--- src/common/job_regs_pkg.sv ---
// Job controller register definitions
package job_regs_pkg;

  // Bus and storage geometry
  localparam int unsigned DATA_W    = 32;
  localparam int unsigned BE_W      = DATA_W / 8;
  localparam int unsigned N_CONTEXT = 2;
  localparam int unsigned CXT_W     = 1;
  localparam int unsigned REG_IDX_W = 5;
  localparam int unsigned ADDR_W    = REG_IDX_W + CXT_W;  // Context field sits above index

  // Parameter registers, one bank per context
  localparam int unsigned N_IO_REGS = 4;
  localparam int unsigned IO_IDX_W  = $clog2(N_IO_REGS);
  localparam int unsigned IO_BASE   = 8;                   // Index of first parameter word

  localparam int unsigned JOB_ID_W  = 8;

  typedef logic [DATA_W-1:0]     word_t;
  typedef logic [BE_W-1:0]       be_t;
  typedef logic [CXT_W-1:0]      cxt_t;
  typedef logic [IO_IDX_W-1:0]   io_idx_t;
  typedef logic [JOB_ID_W-1:0]   job_id_t;
  typedef word_t [N_IO_REGS-1:0] params_t;

  // Mandatory register indexes
  localparam logic [REG_IDX_W-1:0] REG_TRIGGER   = REG_IDX_W'(0);
  localparam logic [REG_IDX_W-1:0] REG_ACQUIRE   = REG_IDX_W'(1);
  localparam logic [REG_IDX_W-1:0] REG_FINISHED  = REG_IDX_W'(2);
  localparam logic [REG_IDX_W-1:0] REG_STATUS    = REG_IDX_W'(3);
  localparam logic [REG_IDX_W-1:0] REG_RUNNING   = REG_IDX_W'(4);
  localparam logic [REG_IDX_W-1:0] REG_SOFTCLEAR = REG_IDX_W'(5);

  // Response codes
  localparam word_t RESP_ALL_CXT_BUSY = '1;               // Acquire with no free context
  localparam word_t RESP_UNKNOWN      = 32'hDEAD_BEEF;    // Unmapped mandatory index

endpackage

--- src/regfile/req_decode.sv ---
// Request decode stage
`timescale 1ns/10ps

module req_decode (
  input  logic                               clk_i,
  input  logic                               rst_ni,
  input  logic                               req_i,
  input  logic                               wr_i,
  input  logic [job_regs_pkg::ADDR_W-1:0]    addr_i,
  input  job_regs_pkg::word_t                wdata_i,
  input  job_regs_pkg::be_t                  be_i,
  output logic                               valid_o,
  output logic                               wr_o,
  output logic                               mand_o,
  output logic [job_regs_pkg::REG_IDX_W-1:0] idx_o,
  output job_regs_pkg::io_idx_t              io_o,
  output job_regs_pkg::cxt_t                 cxt_o,
  output job_regs_pkg::word_t                wdata_o,
  output job_regs_pkg::be_t                  be_o
);

  logic [job_regs_pkg::REG_IDX_W-1:0] idx_d;
  job_regs_pkg::cxt_t                 cxt_d;
  logic [31:0]                        idx_ext;   // Index widened for range checks
  logic [31:0]                        io_off;
  logic                               is_io;
  job_regs_pkg::io_idx_t              io_d;

  // Address fields
  assign idx_d = addr_i[job_regs_pkg::REG_IDX_W-1:0];
  assign cxt_d = addr_i[job_regs_pkg::ADDR_W-1:job_regs_pkg::REG_IDX_W];

  // Parameter window is IO_BASE up to IO_BASE+N_IO_REGS-1
  always_comb begin
    idx_ext = 32'(idx_d);
    io_off  = idx_ext - job_regs_pkg::IO_BASE;
    is_io   = (idx_ext >= job_regs_pkg::IO_BASE) &&
              (idx_ext < job_regs_pkg::IO_BASE + job_regs_pkg::N_IO_REGS);
    io_d    = io_off[job_regs_pkg::IO_IDX_W-1:0];
  end

  // Control fields of the stage register
  always_ff @(posedge clk_i or negedge rst_ni) begin
    if (!rst_ni) begin
      valid_o <= 1'b0;
      wr_o    <= 1'b0;
      mand_o  <= 1'b0;
    end else begin
      valid_o <= req_i;
      if (req_i) begin
        wr_o   <= wr_i;
        mand_o <= ~is_io;  // Indexes past the window fall back to mandatory decode
      end
    end
  end

  // Payload only moves with a request
  always_ff @(posedge clk_i) begin
    if (req_i) begin
      idx_o   <= idx_d;
      io_o    <= io_d;
      cxt_o   <= cxt_d;
      wdata_o <= wdata_i;
      be_o    <= be_i;
    end
  end

endmodule

--- src/regfile/job_tracker.sv ---
// Job id and context tracker
`timescale 1ns/10ps

module job_tracker (
  input  logic                               clk_i,
  input  logic                               rst_ni,
  input  logic                               valid_i,
  input  logic                               wr_i,
  input  logic                               mand_i,
  input  logic [job_regs_pkg::REG_IDX_W-1:0] idx_i,
  input  job_regs_pkg::word_t                wdata_i,
  input  logic                               done_i,
  output job_regs_pkg::word_t                rdata_o,
  output logic                               busy_o,
  output job_regs_pkg::cxt_t                 run_cxt_o
);

  // Contexts are used as a ring
  function automatic job_regs_pkg::cxt_t next_cxt(job_regs_pkg::cxt_t c);
    if (c == job_regs_pkg::cxt_t'(job_regs_pkg::N_CONTEXT - 1)) begin
      return '0;
    end
    return c + 1'b1;
  endfunction

  logic                                 mand_rd;
  logic                                 mand_wr;
  logic                                 acquire;
  logic                                 trigger;
  logic                                 softclear;
  logic                                 fin_access;
  logic                                 full;
  logic                                 true_done;

  logic [job_regs_pkg::N_CONTEXT-1:0]   busy_q;
  job_regs_pkg::cxt_t                   ptr_cxt_q;   // Next context to be queued
  job_regs_pkg::cxt_t                   run_cxt_q;   // Context owned by the engine
  job_regs_pkg::job_id_t                offload_id_q;
  job_regs_pkg::job_id_t                running_id_q;
  logic                                 run_incr_q;
  logic [1:0]                           fin_cnt_q;

  job_regs_pkg::word_t                  status_word;
  job_regs_pkg::word_t                  rdata_d;
  job_regs_pkg::word_t                  rdata_q;

  assign mand_rd    = valid_i & ~wr_i & mand_i;
  assign mand_wr    = valid_i & wr_i & mand_i;
  assign acquire    = mand_rd && (idx_i == job_regs_pkg::REG_ACQUIRE);
  // A trigger write of zero queues a job
  assign trigger    = mand_wr && (idx_i == job_regs_pkg::REG_TRIGGER) && (wdata_i == '0);
  assign softclear  = mand_wr && (idx_i == job_regs_pkg::REG_SOFTCLEAR);
  assign fin_access = valid_i && mand_i && (idx_i == job_regs_pkg::REG_FINISHED);
  assign full       = &busy_q;
  assign true_done  = done_i & busy_q[run_cxt_q];   // Spurious done is dropped

  // Context occupancy and pointers
  always_ff @(posedge clk_i or negedge rst_ni) begin
    if (!rst_ni) begin
      busy_q    <= '0;
      ptr_cxt_q <= '0;
      run_cxt_q <= '0;
    end else if (softclear) begin
      busy_q    <= '0;
      ptr_cxt_q <= '0;
      run_cxt_q <= '0;
    end else begin
      if (true_done) begin
        busy_q[run_cxt_q] <= 1'b0;
        run_cxt_q         <= next_cxt(run_cxt_q);
      end
      if (trigger && !full) begin
        busy_q[ptr_cxt_q] <= 1'b1;
        ptr_cxt_q         <= next_cxt(ptr_cxt_q);
      end
    end
  end

  // Job id counters, the running id trails done by one cycle
  always_ff @(posedge clk_i or negedge rst_ni) begin
    if (!rst_ni) begin
      offload_id_q <= '0;
      running_id_q <= '0;
      run_incr_q   <= 1'b0;
    end else if (softclear) begin
      offload_id_q <= '0;
      running_id_q <= '0;
      run_incr_q   <= 1'b0;
    end else begin
      run_incr_q <= true_done;
      if (acquire && !full) begin
        offload_id_q <= offload_id_q + 1'b1;
      end
      if (run_incr_q) begin
        running_id_q <= running_id_q + 1'b1;
      end
    end
  end

  // Finished jobs, saturating at two
  always_ff @(posedge clk_i or negedge rst_ni) begin
    if (!rst_ni) begin
      fin_cnt_q <= '0;
    end else if (softclear || fin_access) begin
      fin_cnt_q <= '0;
    end else if (true_done && (fin_cnt_q != 2'd2)) begin
      fin_cnt_q <= fin_cnt_q + 1'b1;
    end
  end

  // One status byte per context
  always_comb begin
    status_word = '0;
    for (int i = 0; i < job_regs_pkg::N_CONTEXT; i++) begin
      status_word[8*i] = busy_q[i];
    end
  end

  always_comb begin
    rdata_d = '0;
    case (idx_i)
      job_regs_pkg::REG_ACQUIRE: begin
        if (full) begin
          rdata_d = job_regs_pkg::RESP_ALL_CXT_BUSY;
        end else begin
          rdata_d[job_regs_pkg::JOB_ID_W-1:0] = offload_id_q;
        end
      end
      job_regs_pkg::REG_FINISHED:  rdata_d[1:0] = fin_cnt_q;
      job_regs_pkg::REG_STATUS:    rdata_d = status_word;
      job_regs_pkg::REG_RUNNING:   rdata_d[job_regs_pkg::JOB_ID_W-1:0] = running_id_q;
      job_regs_pkg::REG_SOFTCLEAR: rdata_d = '0;
      default:                     rdata_d = job_regs_pkg::RESP_UNKNOWN;
    endcase
  end

  always_ff @(posedge clk_i) begin
    if (mand_rd) begin
      rdata_q <= rdata_d;
    end
  end

  assign rdata_o   = rdata_q;
  assign busy_o    = busy_q[run_cxt_q];
  assign run_cxt_o = run_cxt_q;

endmodule

--- src/regfile/param_store.sv ---
// Per-context parameter registers
`timescale 1ns/10ps

module param_store (
  input  logic                   clk_i,
  input  logic                   rst_ni,
  input  logic                   valid_i,
  input  logic                   wr_i,
  input  logic                   mand_i,
  input  job_regs_pkg::io_idx_t  io_i,
  input  job_regs_pkg::cxt_t     cxt_i,
  input  job_regs_pkg::word_t    wdata_i,
  input  job_regs_pkg::be_t      be_i,
  input  job_regs_pkg::cxt_t     run_cxt_i,
  output job_regs_pkg::word_t    rdata_o,
  output job_regs_pkg::params_t  params_o
);

  // One parameter bank per context
  job_regs_pkg::params_t [job_regs_pkg::N_CONTEXT-1:0] mem_q;
  job_regs_pkg::word_t                                 rdata_q;

  logic                                                io_wr;
  logic                                                io_rd;

  assign io_wr = valid_i & wr_i & ~mand_i;
  assign io_rd = valid_i & ~wr_i & ~mand_i;

  // Byte-enabled write
  always_ff @(posedge clk_i or negedge rst_ni) begin
    if (!rst_ni) begin
      mem_q <= '0;
    end else if (io_wr) begin
      for (int b = 0; b < job_regs_pkg::BE_W; b++) begin
        if (be_i[b]) begin
          mem_q[cxt_i][io_i][8*b +: 8] <= wdata_i[8*b +: 8];
        end
      end
    end
  end

  // Registered read of the addressed word
  always_ff @(posedge clk_i) begin
    if (io_rd) begin
      rdata_q <= mem_q[cxt_i][io_i];
    end
  end

  assign rdata_o  = rdata_q;
  assign params_o = mem_q[run_cxt_i];  // Engine sees the running context

endmodule

--- src/regfile/ctrl_regfile_top.sv ---
// Job controller register file
`timescale 1ns/10ps

module ctrl_regfile_top (
  input  logic                             clk_i,
  input  logic                             rst_ni,
  // Bus side
  input  logic                             req_i,
  input  logic                             wr_i,
  input  logic [job_regs_pkg::ADDR_W-1:0]  addr_i,
  input  job_regs_pkg::word_t              wdata_i,
  input  job_regs_pkg::be_t                be_i,
  output job_regs_pkg::word_t              rdata_o,
  output logic                             rvalid_o,
  // Engine side
  input  logic                             done_i,
  output logic                             busy_o,
  output job_regs_pkg::cxt_t               run_cxt_o,
  output job_regs_pkg::params_t            params_o
);

  // Decoded request, stage 1 to stage 2
  logic                                d_valid;
  logic                                d_wr;
  logic                                d_mand;
  logic [job_regs_pkg::REG_IDX_W-1:0]  d_idx;
  job_regs_pkg::io_idx_t               d_io;
  job_regs_pkg::cxt_t                  d_cxt;
  job_regs_pkg::word_t                 d_wdata;
  job_regs_pkg::be_t                   d_be;

  job_regs_pkg::cxt_t                  run_cxt;
  job_regs_pkg::word_t                 trk_rdata;
  job_regs_pkg::word_t                 par_rdata;

  logic                                rvalid_q;
  logic                                rd_mand_q;  // Which stage 2 block owns the read word

  req_decode u_req_decode (
    .clk_i   (clk_i),
    .rst_ni  (rst_ni),
    .req_i   (req_i),
    .wr_i    (wr_i),
    .addr_i  (addr_i),
    .wdata_i (wdata_i),
    .be_i    (be_i),
    .valid_o (d_valid),
    .wr_o    (d_wr),
    .mand_o  (d_mand),
    .idx_o   (d_idx),
    .io_o    (d_io),
    .cxt_o   (d_cxt),
    .wdata_o (d_wdata),
    .be_o    (d_be)
  );

  job_tracker u_job_tracker (
    .clk_i     (clk_i),
    .rst_ni    (rst_ni),
    .valid_i   (d_valid),
    .wr_i      (d_wr),
    .mand_i    (d_mand),
    .idx_i     (d_idx),
    .wdata_i   (d_wdata),
    .done_i    (done_i),
    .rdata_o   (trk_rdata),
    .busy_o    (busy_o),
    .run_cxt_o (run_cxt)
  );

  param_store u_param_store (
    .clk_i     (clk_i),
    .rst_ni    (rst_ni),
    .valid_i   (d_valid),
    .wr_i      (d_wr),
    .mand_i    (d_mand),
    .io_i      (d_io),
    .cxt_i     (d_cxt),
    .wdata_i   (d_wdata),
    .be_i      (d_be),
    .run_cxt_i (run_cxt),
    .rdata_o   (par_rdata),
    .params_o  (params_o)
  );

  // Track the read through stage 2
  always_ff @(posedge clk_i or negedge rst_ni) begin
    if (!rst_ni) begin
      rvalid_q  <= 1'b0;
      rd_mand_q <= 1'b0;
    end else begin
      rvalid_q  <= d_valid & ~d_wr;
      rd_mand_q <= d_mand;
    end
  end

  assign rdata_o   = rd_mand_q ? trk_rdata : par_rdata;
  assign rvalid_o  = rvalid_q;
  assign run_cxt_o = run_cxt;

endmodule

--- config.mk ---
export PLATFORM = sky130hd
export DESIGN_NAME = ctrl_regfile_top
export DESIGN_NICKNAME = d
export VERILOG_FILES = /design/src/common/job_regs_pkg.sv /design/src/regfile/req_decode.sv /design/src/regfile/job_tracker.sv /design/src/regfile/param_store.sv /design/src/regfile/ctrl_regfile_top.sv
export SDC_FILE = /design/constraint.sdc
export NUM_CORES = 1
export LEC_CHECK = 0
export ABC_AREA = 1
export ABC_CLOCK_PERIOD_IN_PS = 2890
export BUFFER_PORTS_ARGS = -buffer_cell sky130_fd_sc_hd__buf_2
export CAP_MARGIN = 5
export CELL_PAD_IN_SITES_DETAIL_PLACEMENT = 0
export CELL_PAD_IN_SITES_GLOBAL_PLACEMENT = 2
export CORE_MARGIN = 2
export CORE_UTILIZATION = 35
export CTS_CLUSTER_SIZE = 20
export DETAILED_ROUTE_END_ITERATION = 8
export PLACE_DENSITY = 0.83
export SYNTH_ARGS = -nofsm -noshare
export SYNTH_HDL_FRONTEND = slang
export SYNTH_HIERARCHICAL = 1
export SYNTH_SLANG_ARGS = --single-unit
--- constraint.sdc ---
create_clock -name clk_i -period 2.89 [get_ports clk_i]
set_input_delay 0.578 -clock clk_i [delete_from_list [all_inputs] [get_ports clk_i]]
set_output_delay 0.578 -clock clk_i [all_outputs]
set_load 0.02 [all_outputs]
==> Yosys cells after proc, flatten, opt, wreduce, memory -nomap -nowiden <==
Cells that the tools add are included.
{ "totals": {"output_inout_bits": 163, "reg_bits": 392, "inputBits": 47, "wordCells": 158} }
{ "op_classes": {"bitwise_logic": 13, "eq_ne": 6, "n_lt_le_gt_ge": 10, "n_addsub": 6, "mux": 70, "reduce_logical": 26} }
{ "ops": {"columns": ["op", "n"], "rows": [
  ["$mux W256", 7],
  ["$bwmux W256", 4],
  ["$mux W128", 8],
  ["$demux W128 S1", 4],
  ["$demux W32 S2", 4],
  ["$mux W32", 3],
  ["$pmux W24 S3", 1],
  ["$bmux W32 S2", 1],
  ["$mux W24", 2],
  ["$mux W8", 6],
  ["$logic_not A32 Y1", 1],
  ["$mux W1", 19],
  ["$pmux W6 S3", 1],
  ["$add A8 B1 Y8 const B", 2],
  ["$mux W16", 1],
  ["$logic_and A1 B1 Y1", 14],
  ["$mux W2", 6],
  ["$eq A5 B2 Y1 const B", 2],
  ["$eq A5 B3 Y1 const B", 2],
  ["$pmux W2 S5", 1],
  ["$reduce_bool A2 Y1", 5],
  ["$and A1 B1 Y1", 7],
  ["$lt A1 B2 Y1 const B", 3],
  ["$reduce_or A3 Y1", 2],
  ["19 further kinds", 25]
]} }

==> Longest topological paths before layout <==
Gate-level depths: netlist of run 1.
{ "depth": {"depth_word": 17, "ltp_mapped": 10, "depth_no_buf": 9} }

==> Hierarchy <==
The synthesis of run 1 kept the hierarchy.
{ "by_module_without_submodules": {"columns": ["mod", "area_each_um2", "cells_each", "seq_area_each_um2", "n_inst"], "rows": [
  ["param_store", 15035.7, 2051, 7367.1, 1],
  ["job_tracker", 2147.1, 277, 905.9, 1],
  ["req_decode", 1387.6, 55, 1336.3, 1],
  ["ctrl_regfile_top", 549.3, 108, 50.0, 1]
]} }

==> Least setup slack after synthesis of run 1 <==
OpenSTA, ideal clock, no wires.
{ "synth_timing": {"kind": "reg-to-reg", "from": "register u_req_decode.mand_o", "to": "register u_param_store.rdata_q[0] (netlist: u_param_store/rdata_o[0]) (enable)", "required_time_ps": 2469, "period_less_slack_ps": 2362, "arrival_ps": 1941, "setup_ps": 421, "path_stages_with_launch": 4, "n_path_buf": 0, "path_slack_ps": 528, "cell_sequence": "dfrtp_1 > inv_1 > nand2_1 > nor2_1"} }
{ "synth_between": {"elab_chain_cells": 2} }
{ "synth_lines": {"columns": ["item", "line_no", "source"], "rows": [
  ["start: declaration", "req_decode.sv:14", "output logic mand_o,"],
  ["start signal: assignment", "req_decode.sv:52", "mand_o <= ~is_io;"],
  ["$not A1 Y1", "param_store.sv:27", "assign io_rd = valid_i & ~wr_i & ~mand_i;"],
  ["$and A1 B1 Y1", "param_store.sv:27", null],
  ["named net u_param_store.io_rd", "param_store.sv:24", "logic io_rd;"],
  ["end signal: assignment", "param_store.sv:45", "rdata_q <= mem_q[cxt_i][io_i];"],
  ["end: declaration", "param_store.sv:21", "job_regs_pkg::word_t rdata_q;"]
]} }
The timed path passes the listed nets, and every way through them passes these cells.
A chain may end at the register's enable or synchronous reset.

==> results of run 1 <==
[area by class of cell]
| class | instances | area [sq um] |
|---|---|---|
| clock buffers | 63 | 1290 |
| inverters | 45 | 178 |
| clock inverters | 17 | 250 |
| multi-input cells | 1950 | 8610 |
| well taps | 696 | 871 |
| flip-flops and latches | 369 | 9660 |
| fillers | 5534 | 31400 |
| repair buffers | 269 | 1630 |
[worst min-delay path by stage]
| stage | depth (start not counted) | start | to |
|---|---|---|---|
| 3_3_place_gp | 2 | u_param_store/mem_q[215]$_DFFE_PN0P_ | u_param_store/mem_q[215]$_DFFE_PN0P_ |
| 6_report | 1 | rst_ni | u_param_store/mem_q[222]$_DFFE_PN0P_ |
| 4_1_cts | 1 | rst_ni | u_param_store/mem_q[158]$_DFFE_PN0P_ |
| 5_1_grt | 1 | rst_ni | u_param_store/mem_q[222]$_DFFE_PN0P_ |
| 2_1_floorplan | 0 | rst_ni | rd_mand_q$_DFF_PN0_ |
| 3_5_place_dp | 2 | u_param_store/mem_q[215]$_DFFE_PN0P_ | u_param_store/mem_q[215]$_DFFE_PN0P_ |
[power breakdown]
part	switching [mW]	internal (mW)
Sequential	0.474	5.70
Clock	2.30	3.65
Combinational	1.72	0.990
[repair_timing]
| item | 4_1_cts | 5_1_grt |
|---|---|---|
| endpoints found under the setup margin | 24 | 0 |
| buffers inserted | 1 | 0 |
| hold buffers | 0 | 0 |
[registers in the layout, summed over array words and instances, names as in the netlist]
name                        cells
u_param_store/mem_q           256
u_param_store/rdata_o          32
u_req_decode/wdata_o           32
u_job_tracker/rdata_o          11
u_job_tracker/offload_id_q      8
u_job_tracker/running_id_q      8
u_req_decode/idx_o              5
u_req_decode/be_o               4
u_job_tracker/busy_q            2
u_job_tracker/fin_cnt_q         2
rd_mand_q                       1
rvalid_o                        1
u_job_tracker/ptr_cxt_q         1
u_job_tracker/run_cxt_o         1
u_job_tracker/run_incr_q        1
u_req_decode/cxt_o              1
u_req_decode/mand_o             1
u_req_decode/valid_o            1
u_req_decode/wr_o               1
[routing by layer]
metal  vias up  wire (microns)  global-route usage (%)
li1       8075               -                       -
met1      8137           32200                    35.4
met2       525           31800                    39.0
met3       105            3700                    3.26
met4         0            1900                    7.11
met5         -               0                       0
[synth_stat cells, drive strengths merged]
master | number | share of area [%]
nand2 | 1614 | 32
dfrtp | 284 | 37
mux2 | 127 | 7.5
nor2 | 113 | 2.6
buf | 98 | 2.8
edfxtp | 85 | 13
inv | 45 | 0.92
clkbuf | 29 | 0.73
nand3 | 25 | 0.68
o21ai | 21 | 0.55
a21oi | 15 | 0.41
nand4 | 13 | 0.43
xor2 | 5 | 0.23
o211ai | 4 | 0.16
ha | 3 | 0.20
nor3 | 3 | 0.079
or2 | 3 | 0.11
nor3b | 2 | 0.079
o2111ai | 1 | 0.046
xnor2 | 1 | 0.046
[cells by family after synthesis]
logic type | share of synthesized area, %
AND/OR/NAND/NOR | 35.9
flip-flops | 50.5
buffers and inverters | 4.44
multiplexers | 7.48
AO/OA/AOI/OAI | 1.16
XOR/XNOR | 0.275
adder cells (fa/ha/maj) | 0.196
==> summary.md, run 1 <==
| Metric | Value |
|---|---|
| Rows | 85 |
| Worst skew pair latency | 590 ps |
| H-tree level count | 2 |
| Setup TNS Final | 0 ps |
| Setup WS pre-CTS | 555 ps |
| Last weighted congestion value of the routability-driven placer | 0.834 |
| # clock sinks | 369 |
| Critical path capture point | params_o[119] |
| Avg WL per Cell | 20.4 microns |
| Post-DRT Antenna Nets | 0 |
| I/O Pins | 210 |
| Max Root-Sink Buffers | 3 |
| FF-to-FF path depth | 7 |
| Critical Path End Type | output port |
| Flop2flop setup slack | 480 ps |
| Final Hold Fails | 0 |
| Reg-to-Reg Start | u_req_decode/cxt_o$_DFFE_PP_ |
| PortBufs | 209 |
| Clk slew on worst S/H paths | 60 ps |
| Most frequent cells in the layout | 1598 x nand2_1, 283 x dfrtp_1, 208 x buf_2 |
| CTS resizes | 0 |
| Die Area | 56500 sq um |
| Pre-antenna DRT Iters | 6 |
| DRC | 0 |
| Pins Over Slew Limit | 0 |
| Worst hold margin | 34.1 ps |
| Global-route wire length before repair | 105000 microns |
| Post-Syn Instances | 2491 |
| Peak supply drop | 0.396 mV |
| Via/cell ratio | 4.94 |
| Sequential share of the synthesized area | 50.5% |
| Yosys warning count | 6 |
| Initial antenna violation count | 1 |
| Vias in the first global route | 16200 |
| Unrepaired setup endpoints after global routing | no |
| LEAKAGE | 12.4 nW |
| Fraction of layout cells with a size suffix above 1 | 18.8% |
| Final nets | 2729 |
| DIE HEIGHT | 238 microns |
| Total grt overflow | 0 |
| Post-synthesis cell area | 19100 sq um |
| Final Power | 14.8 mW |
| Post-Route WL | 69600 microns |
| Worst-margin pin slew | 882 ps |
| Critical path's slowest cell | dfrtp_4 |
| Largest net degree at the start of global routing | 93 |
| Core Footprint | 53900 sq um |
| Worst Path Buf+Inv | 2 |
| Final Skew | 36.2 ps |
| Post-DP Area | 20900 sq um |
| Max Cap Violations | 0 |
| Initial Util | 35.5% |
| Final Util | 41.7% |
| Fmax | 360 MHz |
| Post-Syn Nets | 2541 |
| Fin crit period | 2780 ps |
| Critical path arrival | 2200 ps |
| Final std cells w/o fill | 3409 |
| CP Launch Type | register |
| Worst EP required | 2310 ps |
| Placed cells | 3328 |
| Reg2reg end | u_param_store/mem_q[230]$_DFFE_PN0P_ |
| CTS root buf | clkbuf_16 |
| Post-route cell area | 22500 sq um |
| #FFs+latches synth | 369 |
| CTS tree | built |
| DP Wirelength | 48400 microns |
| Critical path startpoint | u_job_tracker/run_cxt_o$_DFFE_PN0P_ |
| Cell family with most CP delay | flip-flops |
| Power Dens Cells | 659 nW/um^2 |
| Worst min path class | primary input to async pin |
| Width of the die | 238 microns |
| Status | finished clean |
| Slew margin rel. | 41.0% |
| Mean post-synth cell area | 7.68 sq um |
| Via count | 16800 |
| Critical path depth | 3 |
| Fin worst setup slack | 114 ps |
| CP max stage delay | 650 ps |
| Final Cycle Share | 96.0% |
| Total GRT Usage | 24.7% |
| CP Cell Sequence | buf_12 > mux2_2 > buf_2 |
| Distinct cells, synth | 37 |
| Synth-to-layout area growth | 17.7% |
| Largest fanout on the critical path | 41 |
| Setup violations, final | 0 |
| Antenna cells | 0 |
| DR iter-0 viols | 1540 |
| Cts bufs inserted | 44 |
| Critical path class | register to output port |
| Most common cell after layout, fill and taps aside | nand2_1 |
(Power assumes the default switching activity.)
==> inputs of run 2 (changes only) <==
Settings changed: ABC_AREA 1 to unset, CORE_UTILIZATION 35 to 43, HOLD_SLACK_MARGIN set to 0.02, PLACE_DENSITY 0.83 to 0.82.
==> run 2 against run 1 <==
Effect of this change:
- critical path depth decreased by 1
- via count down 35%
- highest routed layer unchanged
- combinational power down 25%
- critical path type unchanged
- area after synthesis fell by 4.4%
- routed wire length down 30%
- largest cell class unchanged
- fmax down 1.7%
- clock power down 8.8%
- synthesized cell count fell by 55%
- first-iteration DRC count down 52%
- clock-buffer cell count up 5
==> summary.md, run 2 <==
| Metric | Value |
|---|---|
| Setup TNS Final | 0 ps |
| Fmax | 354 MHz |
| Unrepaired setup endpoints after global routing | no |
| Worst skew pair latency | 560 ps |
| Fin crit period | 2820 ps |
| Critical path startpoint | u_job_tracker/rdata_o[30]$_SDFFCE_PN1P_ |
| Ys async rst share | 77.0% |
| Setup violations, final | 0 |
| Mean post-synth cell area | 16.2 sq um |
| Largest fanout on the critical path | 17 |
| Fraction of layout cells with a size suffix above 1 | 62.2% |
| Cts bufs inserted | 42 |
| Number of flip-flops in the largest register | 256 |
| Initial antenna violation count | 0 |
| Worst hold margin | 65.2 ps |
| Most frequent cells in the layout | 396 x mux2_2, 282 x dfrtp_1, 208 x buf_2 |
| Sequential share of the synthesized area | 52.8% |
| Width of the die | 210 microns |
| Vias in the first global route | 11500 |
| Most frequent cell after synthesis | mux2_2 |
| Clk slew on worst S/H paths | 60 ps |
| Worst-margin pin slew | 1230 ps |
| Synth top area cells | dfrtp_1 39%, mux2_2 24%, edfxtp_1 14% |
| Via count | 10900 |
| Setup WS pre-CTS | 534 ps |
| FF-to-FF path depth | 3 |
| Core Footprint | 41900 sq um |
| Status | finished clean |
| I/O Pins | 210 |
| Pre-antenna DRT Iters | 5 |
| Hold_buf cts | 0 |
| Die Area | 44200 sq um |
| Avg WL per Cell | 25.5 microns |
| Distinct cells, synth | 72 |
| Synth-to-layout area growth | 17.1% |
| Yosys warning count | 6 |
| Critical path class | register to output port |
| Final Skew | 18.9 ps |
| Post-synth EDFFs | 85 |
| Post-synthesis cell area | 18300 sq um |
| CTS root buf | clkbuf_16 |
| DP Wirelength | 32000 microns |
| LEAKAGE | 10.3 nW |
| Power Dens Cells | 636 nW/um^2 |
| Max Cap Violations | 0 |
| Worst min path class | primary input to async pin |
| Rows | 75 |
| Critical Path End Type | output port |
| Initial Util | 43.6% |
| Final Cycle Share | 97.7% |
| Antenna cells | 0 |
| Via/cell ratio | 5.67 |
| DIE HEIGHT | 210 microns |
| Fin worst setup slack | 65.3 ps |
| Critical path arrival | 2250 ps |
| Pins Over Slew Limit | 0 |
| Fill count | 3559 |
| Reg-to-Reg Start | u_req_decode/cxt_o$_DFFE_PP_ |
| Dominant synthesized flop cell | dfrtp_1 |
| Largest net degree at the start of global routing | 92 |
| Slew margin rel. | 18.1% |
| CTS resizes | 0 |
| PortBufs | 209 |
| Post-Route WL | 48900 microns |
| DRC | 0 |
| Last weighted congestion value of the routability-driven placer | 0.780 |
| Synth cell count leaders | 396 x mux2_2, 284 x dfrtp_1, 85 x edfxtp_1 |
| Post-Syn Instances | 1130 |
| Max Root-Sink Buffers | 3 |
| DR iter-0 viols | 742 |
| #FFs+latches synth | 369 |
| Global-route wire length before repair | 73100 microns |
| Post-DRT Antenna Nets | 0 |
| Reg with most FFs | u_param_store/mem_q |
| Total grt overflow | 0 |
| CTS tree | built |
| Area fraction of the dominant cell type after synthesis | 38.9% |
| H-tree level count | 2 |
| Most common cell after layout, fill and taps aside | mux2_2 |
| Total GRT Usage | 22.4% |
| # Post-CTS Setup Buffers | 0 |
| Post-synth top area cell | dfrtp_1 |
| # clock sinks | 369 |
| Final nets | 1398 |
| Peak supply drop | 0.472 mV |
| Final Hold Fails | 0 |
| Post-Syn Nets | 1180 |
| CP Launch Type | register |
| Worst EP required | 2310 ps |
## run 2: changes by cell type in the layout (fill, tap and decap cells not counted), sizes merged, moves of 22 or more
cell | before | now
nand2 | 1614 | 31
mux2 | 127 | 451
nor2 | 113 | 33
mux4 | 0 | 64
inv | 45 | 3
buf | 269 | 244
nand3 | 25 | 3
## run 2: worst max-delay path: stages, from the launching register on
cell,delay (ps)
edfxtp_1,1170
mux2_4,350
buf_2,170
## run 2: final cells by class
type	instances	area [sq um]	area share [%]
clock inverter	9	97.6	0.456
multi-input combinational	689	8160	38.1
clock buffer	68	1320	6.19
tap	539	674	3.15
inverter	2	7.51	0.0351
timing repair buffer	244	1470	6.86
sequential	369	9660	45.2
## run 2: metrics by stage
stage / util, % / area (sq um) / total power, mW / std cells
global placement: 47.6 / 20000 / 8.27 / 1843
CTS: 51.0 / 21400 / 13.8 / 1920
global route: 51.0 / 21400 / 14.2 / 1920
detailed placement: 47.6 / 20000 / 8.30 / 1843
finish: 51.0 / 21400 / 13.6 / 1920
floorplan: - / 18300 / 7.49 / 1130
## run 2: final timing paths
| kind | slack (ps) | to |
|---|---|---|
| setup reg to reg | 540 | u_param_store/rdata_o[27]$_DFFE_PP_ |
| max in group asynchronous | 2050 | u_param_store/mem_q[155]$_DFFE_PN0P_ |
| setup / recovery | 70 | rdata_o[15] |
| min in group clk_i | 190 | u_req_decode/wdata_o[9]$_DFFE_PP_ |
| hold reg to reg | 500 | u_job_tracker/offload_id_q[7]$_DFFE_PN0P_ |
| hold / removal | 70 | u_param_store/mem_q[166]$_DFFE_PN0P_ |
## run 2: routing by layer
layer,vias to the layer above,routed length [microns],share of wire (%),track usage [%]
met4,0,983,2.0,6.14
met5,-,0,0,0
met1,5775,22100,45,31.7
met2,283,23600,48,36.4
li1,4759,-,-,-
met3,68,2220,4.5,3.13
## run 2: power by group
part / switching [mW] / internal (mW) / total, mW
registers: 0.436 / 5.72 / 6.15
logic: 1.05 / 0.986 / 2.04
clock network: 2.12 / 3.31 / 5.42
## run 2: cell families after synthesis
family / after synthesis / synth area share [%]
AOI/OAI and AO/OA: 35 / 1.63
xor gates and xnor gates: 8 / 0.383
adders and majority gates: 3 / 0.205
buffers and inverters: 72 / 2.57
DFF: 369 / 52.8
muxes: 518 / 36.5
and+or+nand+nor: 125 / 5.91
==> inputs of run 3 (changes only) <==
Settings changed: ABC_CLOCK_PERIOD_IN_PS 2890 to 2300, BUFFER_PORTS_ARGS -buffer_cell sky130_fd_sc_hd__buf_2 to unset, CORE_UTILIZATION 43 to 42, DONT_BUFFER_PORTS set to 1, PLACE_DENSITY 0.82 to 0.78.
Clock period 2.89 ns to 2.3 ns, I/O delays scaled along.
==> run 3 against run 2 <==
Effect of this change:
- the run now ends with negative hold slack left
- critical endpoint is now params_o[89]
- register-to-register slack lost 390 ps
- largest cell class unchanged
- die area is 2.3% higher
- sequential power grew 24%
- first-iteration DRC count shrank 20%
==> summary.md, run 3 (synthesis results as in run 2) <==
| Metric | Value |
|---|---|
| Core Footprint | 43000 sq um |
| Pins Over Slew Limit | 0 |
| Setup TNS Final | 0 ps |
| Gr busiest metal | met2 |
| Initial antenna violation count | 3 |
| Internal power | 12.7 mW |
| Final Power | 17.2 mW |
| Most frequent cells in the layout | 386 x mux2_2, 282 x dfrtp_1, 85 x edfxtp_1 |
| Clk slew on worst S/H paths | 60 ps |
| M1 GR Usage | 30.1% |
| GR Util met3 | 6.04% |
| Initial Util | 42.5% |
| Worst EP required | 1840 ps |
| Setup violations, final | 0 |
| Worst min path class | primary input to async pin |
| LEAKAGE | 9.71 nW |
| Worst hold margin | -403 ps |
| Unrepaired setup endpoints after global routing | yes |
| Power Dens Cells | 808 nW/um^2 |
| Synth-to-layout area growth | 16.3% |
| Critical Path End Type | output port |
| Final Cycle Share | 98.4% |
| Vias in the first global route | 11100 |
| Fin crit period | 2260 ps |
| Avg WL per Cell | 27.3 microns |
| CTS tree | built |
| Switching pwr | 4.51 mW |
| Number of flip-flops in the largest register | 256 |
| I/O Pins | 210 |
| Setup WS pre-CTS | -62.9 ps |
| # clock sinks | 369 |
| Total GRT Usage | 22.4% |
| Worst-margin pin slew | 676 ps |
| Max Root-Sink Buffers | 3 |
| Post-route cell area | 21300 sq um |
| Last weighted congestion value of the routability-driven placer | 0.767 |
| Hold_buf cts | 45 |
| Placed cells | 1703 |
| Post-DP Area | 19200 sq um |
| DP Wirelength | 32500 microns |
| Failing checks | negative hold slack |
| Via count | 10300 |
| CP Launch Type | register |
| Max Cap Violations | 0 |
| M2 GR Usage | 36.6% |
| Post-DRT Antenna Nets | 0 |
| Reg power frac | 44.4% |
| DR iter-0 viols | 591 |
| Pre-antenna DRT Iters | 5 |
| Global-route wire length before repair | 73700 microns |
| Status | finished, violations left |
| Final Hold Fails | 284 |
| Via/cell ratio | 5.63 |
| Rows | 76 |
| Final nets | 1261 |
| H-tree level count | 2 |
| Width of the die | 213 microns |
| PortBufs | 0 |
| Post-Route WL | 50100 microns |
| Reg with most FFs | u_param_store/mem_q |
| Switching share of total power | 26.3% |
| Slew margin rel. | 54.9% |
| Die Area | 45200 sq um |
| Largest net degree at the start of global routing | 285 |
| CTS root buf | clkbuf_16 |
| Power share of the clock group | 40.5% |
| Largest fanout on the critical path | 25 |
| Peak supply drop | 0.640 mV |
| Fraction of layout cells with a size suffix above 1 | 54.7% |
| Combinational Power Share | 15.1% |
| Worst skew pair latency | 570 ps |
| Most common cell after layout, fill and taps aside | mux2_2 |
| Final Skew | 31.9 ps |
| Total grt overflow | 0 |
| Fmax | 442 MHz |
| Cts bufs inserted | 43 |
| Critical path arrival | 1800 ps |
| Final std cells w/o fill | 1833 |
| DIE HEIGHT | 213 microns |
| DRC | 0 |
| Critical path class | register to output port |
| Fin worst setup slack | 36.4 ps |
run 3: cell types whose count changed in the layout (fill, tap and decap cells not counted), sizes merged:
cell         delta
dlygate4sd3    +44
diode           +2
buf           -182
clkbuf          +4
clkinvlp        -1
run 3: cell type report:
class / instances / area (sq um)
inverters: 2 / 7.51
repair buffers: 106 / 1170
well taps: 585 / 732
clock inverters: 8 / 104
clock buffers: 72 / 1350
diodes: 2 / 5.00
fillers: 3691 / 21700
flip-flops and latches: 369 / 9670
multi-input cells: 689 / 8230
run 3: critical path, cell delays in order (launching register included):
cell and delay [ps]:
dfrtp_4 440, buf_12 160, buf_16 200, mux2_2 420
run 3: stage by stage:
stage / utilization, % / hold slack (ps)
6_report: 49.5 / -403
5_1_grt: 49.5 / -443
4_1_cts: 49.3 / -430
3_5_place_dp: 44.6 / 179
3_3_place_gp: 44.6 / 180
2_1_floorplan: - / 164
run 3: path summary, 6_finish.rpt:
path                                                      startpoint                                        end  slack, ps  depth (start not counted)
setup / recovery                 u_job_tracker/run_cxt_o$_DFFE_PN0P_                               params_o[89]         40                          3
hold / removal                                                rst_ni       u_param_store/mem_q[163]$_DFFE_PN0P_       -400                          0
setup reg to reg                   u_req_decode/wdata_o[9]$_DFFE_PP_        u_job_tracker/ptr_cxt_q$_DFFE_PN0P_        150                          5
min in group clk_i                                              wr_i              u_req_decode/wr_o$_DFFE_PN0P_         60                          1
max in group asynchronous                                     rst_ni       u_param_store/mem_q[172]$_DFFE_PN0P_       2290                          0
hold reg to reg            u_job_tracker/offload_id_q[7]$_DFFE_PN0P_  u_job_tracker/offload_id_q[7]$_DFFE_PN0P_        490                          1
run 3: power by group through the flow:
stage	clock network (mW)	registers, mW	logic [mW]
3_5_place_dp	0	7.80	2.35
3_3_place_gp	0	7.79	2.32
5_1_grt	7.42	7.69	2.73
6_report	6.96	7.63	2.59
4_1_cts	7.15	7.62	2.59
2_1_floorplan	0	7.58	1.84
run 3: timing repair:
action                                  CTS  global route
endpoints found under the setup margin  131            35
endpoints found under the hold margin   372           284
setup buffers                             3             0
gates cloned                              0             0
resized for setup                         2            14
run 3: layer usage:
metal	routed length [microns]	part of all wire, %
met5	0	0
met4	688	1.4
met3	3100	6.2
met2	24300	48
met1	22000	44
